$ cat src/rtl/matVecPkg.sv
`default_nettype none

package matVecPkg;

	// Stream and matrix sizes
	localparam int BYTE_W = 8;
	localparam int MAX_N = 8;
	localparam int DEFAULT_N = 2;
	localparam int N_W = $clog2(MAX_N + 1);
	localparam int IDX_W = $clog2(MAX_N);

	// Payload capacity, at least MAX_N + MAX_N * MAX_N
	localparam int FIFO_DEPTH = 128;

	// ASCII characters used by the frame and the decimal output
	localparam logic [BYTE_W-1:0] CHAR_F = 8'd70;
	localparam logic [BYTE_W-1:0] CHAR_E = 8'd69;
	localparam logic [BYTE_W-1:0] CHAR_0 = 8'd48;
	localparam logic [BYTE_W-1:0] CHAR_A = 8'd65;

	// Command codes
	localparam logic [BYTE_W-1:0] CMD_SET_N = 8'd1;
	localparam logic [BYTE_W-1:0] CMD_LOAD = 8'd2;

	// Parser states, each low nibble state directly after its high one
	localparam logic [3:0] PS_HUNT = 4'd0;
	localparam logic [3:0] PS_START_E = 4'd1;
	localparam logic [3:0] PS_LEN_HI = 4'd2;
	localparam logic [3:0] PS_LEN_LO = 4'd3;
	localparam logic [3:0] PS_CMD_HI = 4'd4;
	localparam logic [3:0] PS_CMD_LO = 4'd5;
	localparam logic [3:0] PS_DATA_HI = 4'd6;
	localparam logic [3:0] PS_DATA_LO = 4'd7;
	localparam logic [3:0] PS_STOP_E = 4'd8;
	localparam logic [3:0] PS_STOP_F = 4'd9;

	// Engine states
	localparam logic [1:0] ES_IDLE = 2'd0;
	localparam logic [1:0] ES_VEC = 2'd1;
	localparam logic [1:0] ES_ROW = 2'd2;
	localparam logic [1:0] ES_PRESENT = 2'd3;

	// Formatter states
	localparam logic [1:0] FS_IDLE = 2'd0;
	localparam logic [1:0] FS_HUND = 2'd1;
	localparam logic [1:0] FS_TENS = 2'd2;
	localparam logic [1:0] FS_SEND = 2'd3;

endpackage

`default_nettype wire

$ cat src/rtl/byteFifo.sv
`timescale 1ns/1ps
`default_nettype none

module byteFifo #(
	parameter int Depth = matVecPkg::FIFO_DEPTH
) (
	input  logic                         clk,
	input  logic                         rstN,
	input  logic                         push,
	input  logic [matVecPkg::BYTE_W-1:0] pushData,
	input  logic                         pop,
	input  logic                         flush,
	output logic [matVecPkg::BYTE_W-1:0] popData,
	output logic                         full,
	output logic                         empty
);
	import matVecPkg::*;

	logic [BYTE_W-1:0] mem [Depth];
	logic [$clog2(Depth)-1:0] wrPtr;
	logic [$clog2(Depth)-1:0] rdPtr;
	logic [$clog2(Depth):0] count;
	logic doPush;
	logic doPop;

	assign doPush = push && !full;
	assign doPop = pop && !empty;
	assign full = count == Depth;
	assign empty = count == '0;

	// First word falls through
	assign popData = mem[rdPtr];

	always_ff @(posedge clk) begin
		if (!rstN || flush) begin
			wrPtr <= '0;
			rdPtr <= '0;
			count <= '0;
		end else begin
			if (doPush)
				wrPtr <= wrPtr + 1'b1;
			if (doPop)
				rdPtr <= rdPtr + 1'b1;
			case ({doPush, doPop})
				2'b10: count <= count + 1'b1;
				2'b01: count <= count - 1'b1;
				default: ;
			endcase
		end
	end

	always_ff @(posedge clk) begin
		if (doPush)
			mem[wrPtr] <= pushData;
	end

	assert property (@(posedge clk) disable iff (!rstN) pop |-> !empty)
		else $error("pop from an empty FIFO");

endmodule

`default_nettype wire

$ cat src/rtl/decimalFormatter.sv
`timescale 1ns/1ps
`default_nettype none

module decimalFormatter (
	input  logic                         clk,
	input  logic                         rstN,
	input  logic [matVecPkg::BYTE_W-1:0] resultByte,
	input  logic                         resultValid,
	output logic                         resultReady,
	output logic [matVecPkg::BYTE_W-1:0] outByte,
	output logic                         outValid,
	input  logic                         outReady
);
	import matVecPkg::*;

	logic [1:0] state;
	logic [1:0] digitIdx;
	logic [BYTE_W-1:0] rem;
	logic [3:0] hund;
	logic [3:0] tens;
	logic [3:0] digit;

	assign resultReady = state == FS_IDLE;
	assign outValid = state == FS_SEND;

	// Hundreds, tens, then whatever is left as ones
	always_comb begin
		case (digitIdx)
			2'd0: digit = hund;
			2'd1: digit = tens;
			default: digit = rem[3:0];
		endcase
	end

	assign outByte = CHAR_0 + BYTE_W'(digit);

	always_ff @(posedge clk) begin
		if (!rstN) begin
			state <= FS_IDLE;
			digitIdx <= '0;
		end else begin
			case (state)
				FS_IDLE: begin
					digitIdx <= '0;
					if (resultValid)
						state <= FS_HUND;
				end
				FS_HUND: begin
					if (rem < 8'd100)
						state <= FS_TENS;
				end
				FS_TENS: begin
					if (rem < 8'd10)
						state <= FS_SEND;
				end
				FS_SEND: begin
					if (outReady) begin
						digitIdx <= digitIdx + 2'd1;
						if (digitIdx == 2'd2)
							state <= FS_IDLE;
					end
				end
				default: state <= FS_IDLE;
			endcase
		end
	end

	// Repeated subtraction, one step per cycle
	always_ff @(posedge clk) begin
		if (state == FS_IDLE && resultValid) begin
			rem <= resultByte;
			hund <= '0;
			tens <= '0;
		end else if (state == FS_HUND && rem >= 8'd100) begin
			rem <= rem - 8'd100;
			hund <= hund + 4'd1;
		end else if (state == FS_TENS && rem >= 8'd10) begin
			rem <= rem - 8'd10;
			tens <= tens + 4'd1;
		end
	end

	assert property (@(posedge clk) disable iff (!rstN)
		outValid && !outReady |=> outValid && $stable(outByte))
		else $error("digit withdrawn before transfer");

endmodule

`default_nettype wire

$ cat src/rtl/frameParser.sv
`timescale 1ns/1ps
`default_nettype none

module frameParser (
	input  logic                         clk,
	input  logic                         rstN,
	input  logic [matVecPkg::BYTE_W-1:0] inByte,
	input  logic                         inValid,
	output logic                         inReady,
	input  logic                         fifoFull,
	input  logic                         engineBusy,
	output logic                         fifoPush,
	output logic [matVecPkg::BYTE_W-1:0] fifoData,
	output logic                         fifoFlush,
	output logic                         computeStart,
	output logic [matVecPkg::N_W-1:0]    matN,
	output logic                         frameError
);
	import matVecPkg::*;

	logic [3:0] state;
	logic [3:0] nextState;
	logic fail;
	logic accept;
	logic hexOk;
	logic [3:0] nibble;
	logic [3:0] hiNib;
	logic [BYTE_W-1:0] pairByte;
	logic [BYTE_W-1:0] lenReg;
	logic [BYTE_W-1:0] cmdReg;
	logic [BYTE_W-1:0] pairCnt;
	logic [BYTE_W-1:0] loadLen;
	logic [N_W-1:0] pendingN;

	// Uppercase hex digits only
	function automatic logic isHex(input logic [BYTE_W-1:0] c);
		return (c >= CHAR_0 && c <= CHAR_0 + 8'd9) || (c >= CHAR_A && c <= CHAR_F);
	endfunction

	function automatic logic [3:0] hexVal(input logic [BYTE_W-1:0] c);
		logic [BYTE_W-1:0] v;
		if (c >= CHAR_A)
			v = c - CHAR_A + 8'd10;
		else
			v = c - CHAR_0;
		return v[3:0];
	endfunction

	assign accept = inValid && inReady;
	assign hexOk = isHex(inByte);
	assign nibble = hexVal(inByte);
	assign pairByte = {hiNib, nibble};
	assign loadLen = BYTE_W'(matN) + BYTE_W'(matN) * BYTE_W'(matN);

	// Stall while the FIFO is full or a computation is in progress
	assign inReady = !fifoFull && !engineBusy && !computeStart;

	assign fifoPush = accept && state == PS_DATA_LO && hexOk && cmdReg == CMD_LOAD;
	assign fifoData = pairByte;
	assign fifoFlush = frameError;

	always_comb begin
		nextState = state;
		fail = 1'b0;
		case (state)
			PS_HUNT: begin
				if (inByte == CHAR_F)
					nextState = PS_START_E;
			end
			PS_START_E: begin
				if (inByte == CHAR_E)
					nextState = PS_LEN_HI;
				else if (inByte != CHAR_F)
					nextState = PS_HUNT;
			end
			PS_LEN_HI, PS_CMD_HI, PS_DATA_HI: begin
				fail = !hexOk;
				nextState = state + 4'd1;
			end
			PS_LEN_LO: begin
				fail = !hexOk;
				nextState = PS_CMD_HI;
			end
			PS_CMD_LO: begin
				nextState = PS_DATA_HI;
				if (pairByte == CMD_SET_N)
					fail = !hexOk || lenReg != 8'd1;
				else if (pairByte == CMD_LOAD)
					fail = !hexOk || lenReg != loadLen;
				else
					fail = 1'b1;
			end
			PS_DATA_LO: begin
				fail = !hexOk ||
					(cmdReg == CMD_SET_N && (pairByte == '0 || pairByte > MAX_N));
				nextState = (pairCnt == lenReg - 8'd1) ? PS_STOP_E : PS_DATA_HI;
			end
			PS_STOP_E: begin
				fail = inByte != CHAR_E;
				nextState = PS_STOP_F;
			end
			PS_STOP_F: begin
				fail = inByte != CHAR_F;
				nextState = PS_HUNT;
			end
			default: nextState = PS_HUNT;
		endcase
		if (fail)
			nextState = PS_HUNT;
	end

	always_ff @(posedge clk) begin
		if (!rstN) begin
			state <= PS_HUNT;
			matN <= N_W'(DEFAULT_N);
			frameError <= 1'b0;
			computeStart <= 1'b0;
		end else begin
			frameError <= accept && fail;
			computeStart <= accept && !fail && state == PS_STOP_F && cmdReg == CMD_LOAD;
			if (accept) begin
				state <= nextState;
				// N changes only once the whole set-N frame has checked out
				if (!fail && state == PS_STOP_F && cmdReg == CMD_SET_N)
					matN <= pendingN;
			end
		end
	end

	// Field registers
	always_ff @(posedge clk) begin
		if (accept) begin
			case (state)
				PS_LEN_HI, PS_CMD_HI, PS_DATA_HI: hiNib <= nibble;
				PS_LEN_LO: lenReg <= pairByte;
				PS_CMD_LO: begin
					cmdReg <= pairByte;
					pairCnt <= '0;
				end
				PS_DATA_LO: begin
					pairCnt <= pairCnt + 8'd1;
					pendingN <= pairByte[N_W-1:0];
				end
				default: ;
			endcase
		end
	end

	assert property (@(posedge clk) disable iff (!rstN) fifoPush |-> !fifoFull)
		else $error("payload push into a full FIFO");

endmodule

`default_nettype wire

$ cat src/rtl/matVecEngine.sv
`timescale 1ns/1ps
`default_nettype none

module matVecEngine (
	input  logic                         clk,
	input  logic                         rstN,
	input  logic                         computeStart,
	input  logic [matVecPkg::N_W-1:0]    matN,
	input  logic [matVecPkg::BYTE_W-1:0] fifoOut,
	input  logic                         fifoEmpty,
	output logic                         fifoPop,
	output logic [matVecPkg::BYTE_W-1:0] resultByte,
	output logic                         resultValid,
	input  logic                         resultReady,
	output logic                         engineBusy
);
	import matVecPkg::*;

	logic [1:0] state;
	logic [N_W-1:0] nReg;
	logic [IDX_W-1:0] elemCnt;
	logic [IDX_W-1:0] rowCnt;
	logic [IDX_W-1:0] lastIdx;
	logic lastElem;
	logic [BYTE_W-1:0] vecReg [MAX_N];
	logic [BYTE_W-1:0] acc;
	logic [BYTE_W-1:0] macBase;
	logic [BYTE_W-1:0] macNext;

	assign lastIdx = IDX_W'(nReg - 1'b1);
	assign lastElem = elemCnt == lastIdx;

	// Pop whenever data is there, except while a row result waits
	assign fifoPop = (state == ES_VEC || state == ES_ROW) && !fifoEmpty;

	// First product of a row starts a fresh sum, wrapping mod 256
	assign macBase = (elemCnt == '0) ? '0 : acc;
	assign macNext = macBase + fifoOut * vecReg[elemCnt];

	assign resultByte = acc;
	assign resultValid = state == ES_PRESENT;
	assign engineBusy = state != ES_IDLE;

	always_ff @(posedge clk) begin
		if (!rstN) begin
			state <= ES_IDLE;
			nReg <= N_W'(DEFAULT_N);
			elemCnt <= '0;
			rowCnt <= '0;
		end else begin
			case (state)
				ES_IDLE: begin
					if (computeStart) begin
						// Size is fixed for the whole computation
						nReg <= matN;
						elemCnt <= '0;
						rowCnt <= '0;
						state <= ES_VEC;
					end
				end
				ES_VEC, ES_ROW: begin
					if (fifoPop) begin
						if (lastElem) begin
							elemCnt <= '0;
							state <= (state == ES_VEC) ? ES_ROW : ES_PRESENT;
						end else begin
							elemCnt <= elemCnt + 1'b1;
						end
					end
				end
				ES_PRESENT: begin
					if (resultReady) begin
						if (rowCnt == lastIdx) begin
							state <= ES_IDLE;
						end else begin
							rowCnt <= rowCnt + 1'b1;
							state <= ES_ROW;
						end
					end
				end
				default: state <= ES_IDLE;
			endcase
		end
	end

	// Vector register file and row accumulator
	always_ff @(posedge clk) begin
		if (state == ES_VEC && fifoPop)
			vecReg[elemCnt] <= fifoOut;
		if (state == ES_ROW && fifoPop)
			acc <= macNext;
	end

	assert property (@(posedge clk) disable iff (!rstN)
		resultValid && !resultReady |=> resultValid && $stable(resultByte))
		else $error("row result changed before the formatter took it");

endmodule

`default_nettype wire

$ cat src/rtl/matVecTop.sv
`timescale 1ns/1ps
`default_nettype none

module matVecTop (
	input  logic                         clk,
	input  logic                         rstN,
	input  logic [matVecPkg::BYTE_W-1:0] inByte,
	input  logic                         inValid,
	output logic                         inReady,
	output logic [matVecPkg::BYTE_W-1:0] outByte,
	output logic                         outValid,
	input  logic                         outReady,
	output logic                         frameError
);
	import matVecPkg::*;

	// Parser to FIFO
	logic fifoPush;
	logic [BYTE_W-1:0] fifoData;
	logic fifoFlush;
	logic fifoFull;
	logic fifoEmpty;

	// FIFO and parser to engine
	logic fifoPop;
	logic [BYTE_W-1:0] fifoOut;
	logic computeStart;
	logic [N_W-1:0] matN;
	logic engineBusy;

	// Engine to formatter
	logic [BYTE_W-1:0] resultByte;
	logic resultValid;
	logic resultReady;

	frameParser parser (
		.clk(clk),
		.rstN(rstN),
		.inByte(inByte),
		.inValid(inValid),
		.inReady(inReady),
		.fifoFull(fifoFull),
		.engineBusy(engineBusy),
		.fifoPush(fifoPush),
		.fifoData(fifoData),
		.fifoFlush(fifoFlush),
		.computeStart(computeStart),
		.matN(matN),
		.frameError(frameError)
	);

	byteFifo #(.Depth(FIFO_DEPTH)) payloadFifo (
		.clk(clk),
		.rstN(rstN),
		.push(fifoPush),
		.pushData(fifoData),
		.pop(fifoPop),
		.flush(fifoFlush),
		.popData(fifoOut),
		.full(fifoFull),
		.empty(fifoEmpty)
	);

	matVecEngine engine (
		.clk(clk),
		.rstN(rstN),
		.computeStart(computeStart),
		.matN(matN),
		.fifoOut(fifoOut),
		.fifoEmpty(fifoEmpty),
		.fifoPop(fifoPop),
		.resultByte(resultByte),
		.resultValid(resultValid),
		.resultReady(resultReady),
		.engineBusy(engineBusy)
	);

	decimalFormatter formatter (
		.clk(clk),
		.rstN(rstN),
		.resultByte(resultByte),
		.resultValid(resultValid),
		.resultReady(resultReady),
		.outByte(outByte),
		.outValid(outValid),
		.outReady(outReady)
	);

endmodule

`default_nettype wire

$ cat config.mk
export PLATFORM = sky130hd
export DESIGN_NAME = matVecTop
export DESIGN_NICKNAME = d
export VERILOG_FILES = /design/src/rtl/matVecPkg.sv /design/src/rtl/byteFifo.sv /design/src/rtl/decimalFormatter.sv /design/src/rtl/frameParser.sv /design/src/rtl/matVecEngine.sv /design/src/rtl/matVecTop.sv
export SDC_FILE = /design/constraint.sdc
export NUM_CORES = 1
export LEC_CHECK = 0
export ABC_AREA = 1
export BUFFER_PORTS_ARGS = -buffer_cell sky130_fd_sc_hd__buf_2
export CAP_MARGIN = 20
export CORE_MARGIN = 2
export CORE_UTILIZATION = 25
export DETAILED_ROUTE_END_ITERATION = 6
export SYNTH_ARGS = -nofsm -noshare
export SYNTH_HDL_FRONTEND = slang
export SYNTH_HIERARCHICAL = 1
export SYNTH_SLANG_ARGS = --single-unit
$ cat constraint.sdc
create_clock -name clk -period 6.34 [get_ports clk]
set_input_delay 0.951 -clock clk [delete_from_list [all_inputs] [get_ports clk]]
set_output_delay 0.951 -clock clk [all_outputs]
set_load 0.02 [all_outputs]
-- Word-level counts from Yosys, hierarchy flattened
Memories as Yosys holds them, arrays and structs flattened. A register that Yosys moved wholly into a read port is not among the register bits.
Cells that the tools add are included.
- register bits: 103
- bits in writable memories: 1088
- input port bits: 12
- output and inout port bits: 11
- logic and storage cells: 217
- memories kept: 2
- memories (memory ; words ; width ; rd ports ; clocked after memory_dff ; wr ports ; line ; source):
    payloadFifo.mem ; 128 ; 8 ; 1 ; 1 ; 1 ; byteFifo.sv:19 ; logic [BYTE_W-1:0] mem [Depth];
    engine.vecReg ; 8 ; 8 ; 1 ; 1 ; 1 ; matVecEngine.sv:25 ; logic [BYTE_W-1:0] vecReg [MAX_N];
- add/subtract/negate cells: 21
- $mul: 2
- magnitude comparators: 9
- eq/ne operators: 45
- mux-type cells: 47
- bitwise logic cells: 1
- reductions and logical operators: 68
- operator list (cell ; number):
    two-way mux 8 bit ; 4
    one-hot mux 8 bit (2 select lines) ; 2
    one-hot mux 4 bit (7 select lines) ; 1
    two-way mux 4 bit ; 6
    logical AND 1 bit ; 23
    two-way mux 2 bit ; 11
    two-way mux 3 bit ; 7
    AND reduction 2 bit ; 9
    adder 8 x 1 -> 8 bit (second input constant) ; 2
    == test 4 x 3 -> 1 bit (second input constant) ; 4
    == test 8 x 1 -> 1 bit (second input constant) ; 2
    == test 8 x 2 -> 1 bit (second input constant) ; 2
    == test 8 x 7 -> 1 bit (second input constant) ; 2
    greater-or-equal comparator 8 x 7 -> 1 bit (second input constant) ; 2
    zero test 8 bit ; 2
    inequality test 8 x 7 -> 1 bit (second input constant) ; 2
    subtractor 8 x 1 -> 8 bit (second input constant) ; 2
    adder 7 x 1 -> 7 bit (second input constant) ; 2
    two-way mux 7 bit ; 2
    inequality test 2 x 1 -> 1 bit (second input constant) ; 7
    adder 4 x 1 -> 4 bit (second input constant) ; 3
    == test 2 bit (second input constant) ; 6
    one-hot mux 3 bit (2 select lines) ; 2
    nonzero test 2 bit ; 6
    other kinds (50) ; 82

-- Depth between registers and ports, before layout
Gate-level depths: netlist of run 1.
- word-level depth: 12
- gate-level depth with buffers: 36
- mapped depth without buffers: 33

-- Hierarchy
The synthesis of run 1 kept the hierarchy.
- by module, submodules not included (module ; times used ; cells each ; area an instance (um2) ; seq. area each (um2)):
    byteFifo ; 1 ; 3748 ; 43299.0 ; 31330.0
    matVecEngine ; 1 ; 557 ; 5024.8 ; 2442.3
    frameParser ; 1 ; 380 ; 3030.4 ; 1161.1
    decimalFormatter ; 1 ; 220 ; 1559.0 ; 480.5

-- Least setup slack after synthesis of run 1
No wires, ideal clock.
- kind: register to register
- start: register with a tool-made name
- end: register engine.acc[7], in the netlist engine/resultByte[7] (data pin)
- setup time: 0.252 ns
- arrival: 4.529 ns
- required time: 6.088 ns
- path slack: 1.559 ns
- cell stages (with the launch flop): 36
- buffers on the path: 3
- period minus slack after synthesis: 4.781 ns
- cell sequence: dfxtp_1 -> buf_4 -> inv_6 -> buf_4 -> buf_4 -> nand2_1 -> nand3_1 -> nand3_1 -> nand3_1 -> nand2_1 -> nand2_1 -> nand3_1 -> nand2_1 -> nand2_1 -> nand2_1 -> nand2_1 -> fa_1 -> inv_1 -> ha_1 -> ha_1 -> fa_1 -> ha_1 -> inv_1 -> fa_1 -> o21ai_0 -> nand2_1 -> nand2_1 -> inv_1 -> nand2_1 -> nand2_1 -> inv_1 -> nand2_1 -> nand2_1 -> inv_1 -> nand3_1 -> nand2_1
- RTL lines (what ; line ; source):
    end signal, assigned ; matVecEngine.sv:91 ; acc <= macNext;
    end, declared ; matVecEngine.sv:26 ; logic [BYTE_W-1:0] acc;

==> flow_summary.toml, run 1 <==
[status]
status = "complete, no violations"

[synth]
synth_common_cells = "nand2_1 (1553), edfxtp_1 (1136), nand3_1 (1035)"
synth.most_common_cell = "nand2_1"
yosysUniqueCellTypes = 57
yosysTopAreaCell = "edfxtp_1"
synth_warnings = 6
ys_ff_latch = 1201
synth_top_cell_area_share_pct = 64.5
synth_area_leaders = "edfxtp_1 (64%), nand2_1 (11%), nand3_1 (9.8%), dfxtp_1 (2.5%), nor2_1 (1.9%)"
avgSynthCellArea_um2 = 10.8
syn_area_mm2 = 0.0529
synth_cells = 4905
async_flop_share_pct = 0
synth_top_flop_cell = "edfxtp_1"
synth_edf_count = 1136
synth_seq_area_share_pct = 66.9

[timing]
maxSlewViolCount = 0
setup_slack_ns = 0.405
finalClockSkew_ns = 0.0337
final-hold-violation-count = 0
period_share_pct = 93.6
max_freq_mhz = 169
rsz0062_at_grt = "no"
worst_pin_slew_ns = 1.13
timing.hold.ws_ns = 0.472
setup_viol = 0
timing.final.crit_period_ns = 5.93
tns_ns = 0
relSlewSlack_pct = 24.4

[power]
p_leak_uw = 0.0216
power_uw = 19200
vdd_drop_max_mv = 0.273
powerDensity_mw_per_mm2 = 318

[setup_path]
critPathTopFamily = "adder cells"
path_buf_inv = 6
cp_max_fo = 131
critPathCaptureType = "flop"
path_class = "reg2reg"
cpPeakStageDelay_ns = 0.53
crit_required_ns = 6.85
cpMostUsedCell = "nand2_1"
startpoint_type = "flop"
arrival_ns = 6.44
crit_slowest_cell = "fa_1"

[floorplan]
die_w_um = 464
coreArea_mm2 = 0.210
die_area_mm2 = 0.215
rows = 168
die-height_um = 464
start_util_pct = 25.2
pin_count = 23

[clocking]
cts.repair.resized = 0
clock-sinks = 1201
clockRootBuffer = "clkbuf_16"
post_cts_buffers = 0
cts_tree = "yes"
clk_pin_slew_ns = 0.06
clockBufferDepth = 3
hold_buffers = 0
clk_latency_ns = 0.78
cts-htree-levels = 4
cts_made_buffers = 130

[drt]
wl_per_cell_um = 17.4
viasPerCell = 4.58
routed_wl_um = 136000
drcViolationCount = 0
ant_nets = 0
vias = 35800
drt_pass1_iterations = 5
drt_iter0_drc = 3535

[place]
gp_congestion = 0.841
port_buffers = 18
dp_hpwl_um = 81000
post-place-ws_ns = 0.491

[global_route]
grt.total_usage_pct = 12.3
grt_pass1_vias = 34600
grt_pass1_wl_um = 208000
antenna_found_initial = 3
grt_max_degree = 132
grt_overflow = 0

[job]
drv_cap = 0

[final_layout]
nNetsFinal = 4999
drive_above_1_share_pct = 7.62
diodes = 0
syn_to_final_growth_pct = 14.1

[worst_hold_path]
hold_class = "reg2reg"
-- layer usage --
metal  global-route usage, %  wire length (µm)  up-vias
met5                       0                37        -
met4                    3.78              3370        6
met3                    2.47              9960      215
met2                    19.7             63300     1236
met1                    16.7             59000    17500
li1                        -                 -    16900
-- final timing paths --
path	from	end	slack (ns)	cells after the start
setup reg to reg	flop	engine/resultByte[7]	0.41	32
setup / recovery	flop	engine/resultByte[7]	0.41	32
hold / removal	parser/pendingN[2]	parser/matN[2]	0.47	2
hold reg to reg	parser/pendingN[2]	parser/matN[2]	0.47	2
-- cell families (layout without fill, tap and decap cells) --
kind of cell	Yosys count	in the layout	share of synthesized area [%]
xor gates and xnor gates	44	44	0.728
buffers and inverters	497	592	4.51
adders and majority gates	87	87	2.33
other	2	4	0.0142
AOI/OAI and AO/OA	123	123	1.33
DFF	1201	1201	66.9
and+or+nand+nor	2951	2951	24.2
-- stage by stage --
step / std cells / util [%] / cell area (µm²)
3_5_place_dp: 7571 / 26.8 / 56200
3_3_place_gp: 7570 / 26.8 / 56200
4_1_cts: 7805 / 28.7 / 60300
2_1_floorplan: 4907 / - / 52900
6_report: 7807 / 28.7 / 60400
5_1_grt: 7807 / 28.7 / 60400
-- worst register-to-register path: cells and delay by family (launching register included) --
kind	cells	cell delay (ns)
fa+ha+maj	6	2.12
simple gates	19	2.09
buf+inv	6	0.82
flops	1	0.48
compound gates	1	0.18
-- flip-flops by register name (all words and copies together) (netlist names), 3 cells and up, named ones only --
name and flops:
engine/rowCnt 3, engine/elemCnt 3, payloadFifo/count 8, parser/cmdReg 8
payloadFifo/wrPtr 7, parser/matN 4, parser/pendingN 4, engine/vecReg 64
formatter/tens 4, engine/resultByte 8, parser/pairCnt 8, payloadFifo/rdPtr 7
payloadFifo/mem 1024, formatter/rem 8, parser/lenReg 8, parser/state 4
formatter/hund 4, engine/nReg 3, parser/hiNib 4
-- power breakdown --
part / leakage, µW / total, µW / switching [µW] / internal [µW]
combinational: 0.00893 / 2800 / 1890 / 912
sequential: 0.0107 / 9090 / 106 / 8990
clock: 0.00199 / 7280 / 3170 / 4100
-- layout by cell type, fill, tap and decap left out, types with 6 or more instances in the layout --
| cell type | synthesis | final |
|---|---|---|
| nor2_1 | 261 | 261 |
| nand2_1 | 1553 | 1552 |
| a21oi_1 | 53 | 53 |
| buf_12 | 1 | 29 |
| inv_2 | 9 | 8 |
| nor3_1 | 15 | 14 |
| edfxtp_1 | 1136 | 1136 |
| clkinv_1 | 1 | 23 |
| buf_4 | 68 | 66 |
| nand4_1 | 21 | 21 |
| nand2_4 | 8 | 7 |
| inv_1 | 230 | 229 |
| clkinvlp_4 | 0 | 6 |
| xor2_1 | 23 | 23 |
| xnor2_1 | 21 | 21 |
| buf_2 | 128 | 19 |
| o21ai_0 | 37 | 37 |
| ha_1 | 68 | 68 |
| clkinv_2 | 0 | 25 |
| nor2_2 | 6 | 6 |
| clkbuf_16 | 0 | 133 |
| o21ai_1 | 7 | 7 |
| clkbuf_1 | 22 | 27 |
| nand3_1 | 1035 | 1035 |
| nand2_2 | 19 | 18 |
| dfxtp_1 | 65 | 61 |
| fa_1 | 19 | 19 |
-- area by class of cell --
class | instances | area, µm²
inverter | 242 | 937
multi-input combinational | 3209 | 15200
clock inverter | 74 | 681
timing repair buffer | 116 | 1200
sequential | 1201 | 35400
clock buffer | 160 | 3430
fill | 21500 | 150000
tap | 2805 | 3510
(Power assumes the default switching activity.)
==> run 2, diff against run 1 <==
--- a/config.mk
+++ b/config.mk
@@ -12,4 +12,5 @@
 export CORE_UTILIZATION = 25
 export DETAILED_ROUTE_END_ITERATION = 6
+export REMOVE_ABC_BUFFERS = 1
 export SYNTH_ARGS = -nofsm -noshare
 export SYNTH_HDL_FRONTEND = slang
==> constraint.sdc (replaced) <==
create_clock -name clk -period 6.34 [get_ports clk]
set_input_delay 0.951 -clock clk [delete_from_list [all_inputs] [get_ports clk]]
set_output_delay 0.951 -clock clk [all_outputs]
set_load 0.01 [all_outputs]
==> run 2 against run 1 <==
Against the previous run:
- the run now ends with DRC left
- flip-flop and latch count unchanged
- clock skew increased by 0.033 ns
- clock power decreased by 3.0%
- critical endpoint unchanged
==> flow_summary.toml, run 2 (synthesis gave the netlist of run 1 again) <==
[drt]
viasPerCell = 4.59
vias = 35900
drt_iter0_drc = 3715
drt_pass1_iterations = 7
drcViolationCount = 2
routed_wl_um = 137000
ant_nets = 0
wl_per_cell_um = 17.5

[final_layout]
finalInstanceArea_mm2 = 0.0603
multi_input_area_mm2 = 0.0152
top_register = "payloadFifo/mem"
layout_commonest_cell = "nand2_1"
diodes = 0
final_cell_mix = "nand2_1 (1552), edfxtp_1 (1136), nand3_1 (1035), nor2_1 (261), inv_1 (229)"
regArea_mm2 = 0.0354
drive_above_1_share_pct = 7.89
post-route-util_pct = 28.7
syn_to_final_growth_pct = 14.0
largest_reg_flops = 1024
reg_top3 = "payloadFifo/mem x1024, engine/vecReg x64"
nFillCells = 21500
nNetsFinal = 5015

[setup_path]
crit_required_ns = 6.80
reg2reg_slack_ns = 0.50
startpoint_type = "flop"
cpPeakStageDelay_ns = 0.50
path_class = "reg2reg"
critPathCaptureType = "flop"
arrival_ns = 6.30
crit_slowest_cell = "fa_1"
reg2reg_to = "engine/resultByte[7]"
cp_max_fo = 80
cpMostUsedCell = "nand2_1"
rr_worst_depth = 33

[timing]
relSlewSlack_pct = 28.5
timing.hold.ws_ns = 0.477
worst_pin_slew_ns = 1.07
setup_viol = 0
max_freq_mhz = 171
finalClockSkew_ns = 0.0668
period_share_pct = 92.1
timing.final.crit_period_ns = 5.84
maxSlewViolCount = 0
rsz0062_at_grt = "no"
final-hold-violation-count = 0

[worst_hold_path]
hold_start = "parser/pendingN[0]"
hold_class = "reg2reg"
holdPathStages = 2
min_delay_worst_endpoint = "parser/matN[0]"

[global_route]
grt_pass1_wl_um = 209000
grt_max_degree = 119
grt.total_usage_pct = 12.3
antenna_found_initial = 0
grt_pass1_vias = 34600
grt_overflow = 0

[place]
dp_hpwl_um = 83300
port_buffers = 18
gp_congestion = 0.835
placedInstanceArea_mm2 = 0.0564

[floorplan]
rows = 168
start_util_pct = 25.2
die_area_mm2 = 0.215
die_w_um = 464
pin_count = 23
die-height_um = 464
coreArea_mm2 = 0.210

[status]
status = "finished, violations left"
violations = "DRC"

[clocking]
hold_buffers = 0
cts_made_buffers = 120
clk_latency_ns = 0.77
cts_tree = "yes"
clockRootBuffer = "clkbuf_16"
post_cts_buffers = 0
cts-htree-levels = 3
clock-sinks = 1201
clockBufferDepth = 3
clk_pin_slew_ns = 0.06
cts.repair.resized = 0

[power]
powerDensity_mw_per_mm2 = 314
vdd_drop_max_mv = 0.241
p_leak_uw = 0.0217

[job]
drv_cap = 0
-- run 2: cell types whose count changed in the layout (fill, tap and decap cells not counted), moves of 2 or more --
cell,before,now
clkinv_1,23,26
inv_6,5,2
clkinv_2,25,20
clkinv_4,1,3
clkbuf_8,0,8
clkbuf_1,27,23
clkinv_8,4,1
bufinv_16,5,10
buf_4,66,95
clkbuf_16,133,120
-- run 2: how the worst max path moves through the flow --
stage,end,slack [ns],depth (start not counted)
final,engine/resultByte[7],0.50,33
after global routing,engine/resultByte[7],0.08,33
after floorplan,engine/resultByte[7],-12.54,32
after CTS,engine/resultByte[7],0.50,33
after detailed placement,engine/resultByte[7],0.55,33
after global placement,engine/resultByte[7],0.43,33
-- run 2: final cells by class --
class | count | area share (%)
Sequential cell | 1201 | 58.7
Tap cell | 2805 | 5.82
Clock inverter | 71 | 1.21
Inverter | 242 | 1.55
Clock buffer | 151 | 5.30
Timing Repair Buffer | 142 | 2.27
Multi-Input combinational cell | 3209 | 25.1
-- run 2: per-stage QoR --
| stage | cells | TNS [ns] | setup slack, ns | power (µW) |
|---|---|---|---|---|
| 2_1_floorplan | 4652 | -706.64 | -12.54 | 11200 |
| 3_3_place_gp | 7598 | 0 | 0.428 | 12000 |
| 3_5_place_dp | 7598 | 0 | 0.546 | 12000 |
| 4_1_cts | 7820 | 0 | 0.498 | 19100 |
| 5_1_grt | 7821 | 0 | 0.0790 | 19800 |
| 6_report | 7821 | 0 | 0.504 | 18900 |
-- run 2: metal layers --
layer / GRT usage (%) / up-vias / part of all wire [%]
li1: - / 16900 / -
met1: 17.0 / 17600 / 44
met2: 20.1 / 1254 / 47
met3: 1.48 / 205 / 6.7
met4: 4.02 / 0 / 2.6
met5: 0 / - / 0
-- run 2: where the power goes --
group          switching [µW]  internal (µW)  leakage (µW)
clock network            3070           3990       0.00191
registers                 102           8990        0.0107
logic                    1850            918       0.00904
-- run 2: worst max-delay path: cells and delay by family, from the launching register on --
| family | cells | cell delay (ns) |
|---|---|---|
| fa+ha+maj | 6 | 2.17 |
| simple gates | 19 | 1.77 |
| buf+inv | 7 | 0.89 |
| flops | 1 | 0.43 |
| compound gates | 1 | 0.21 |
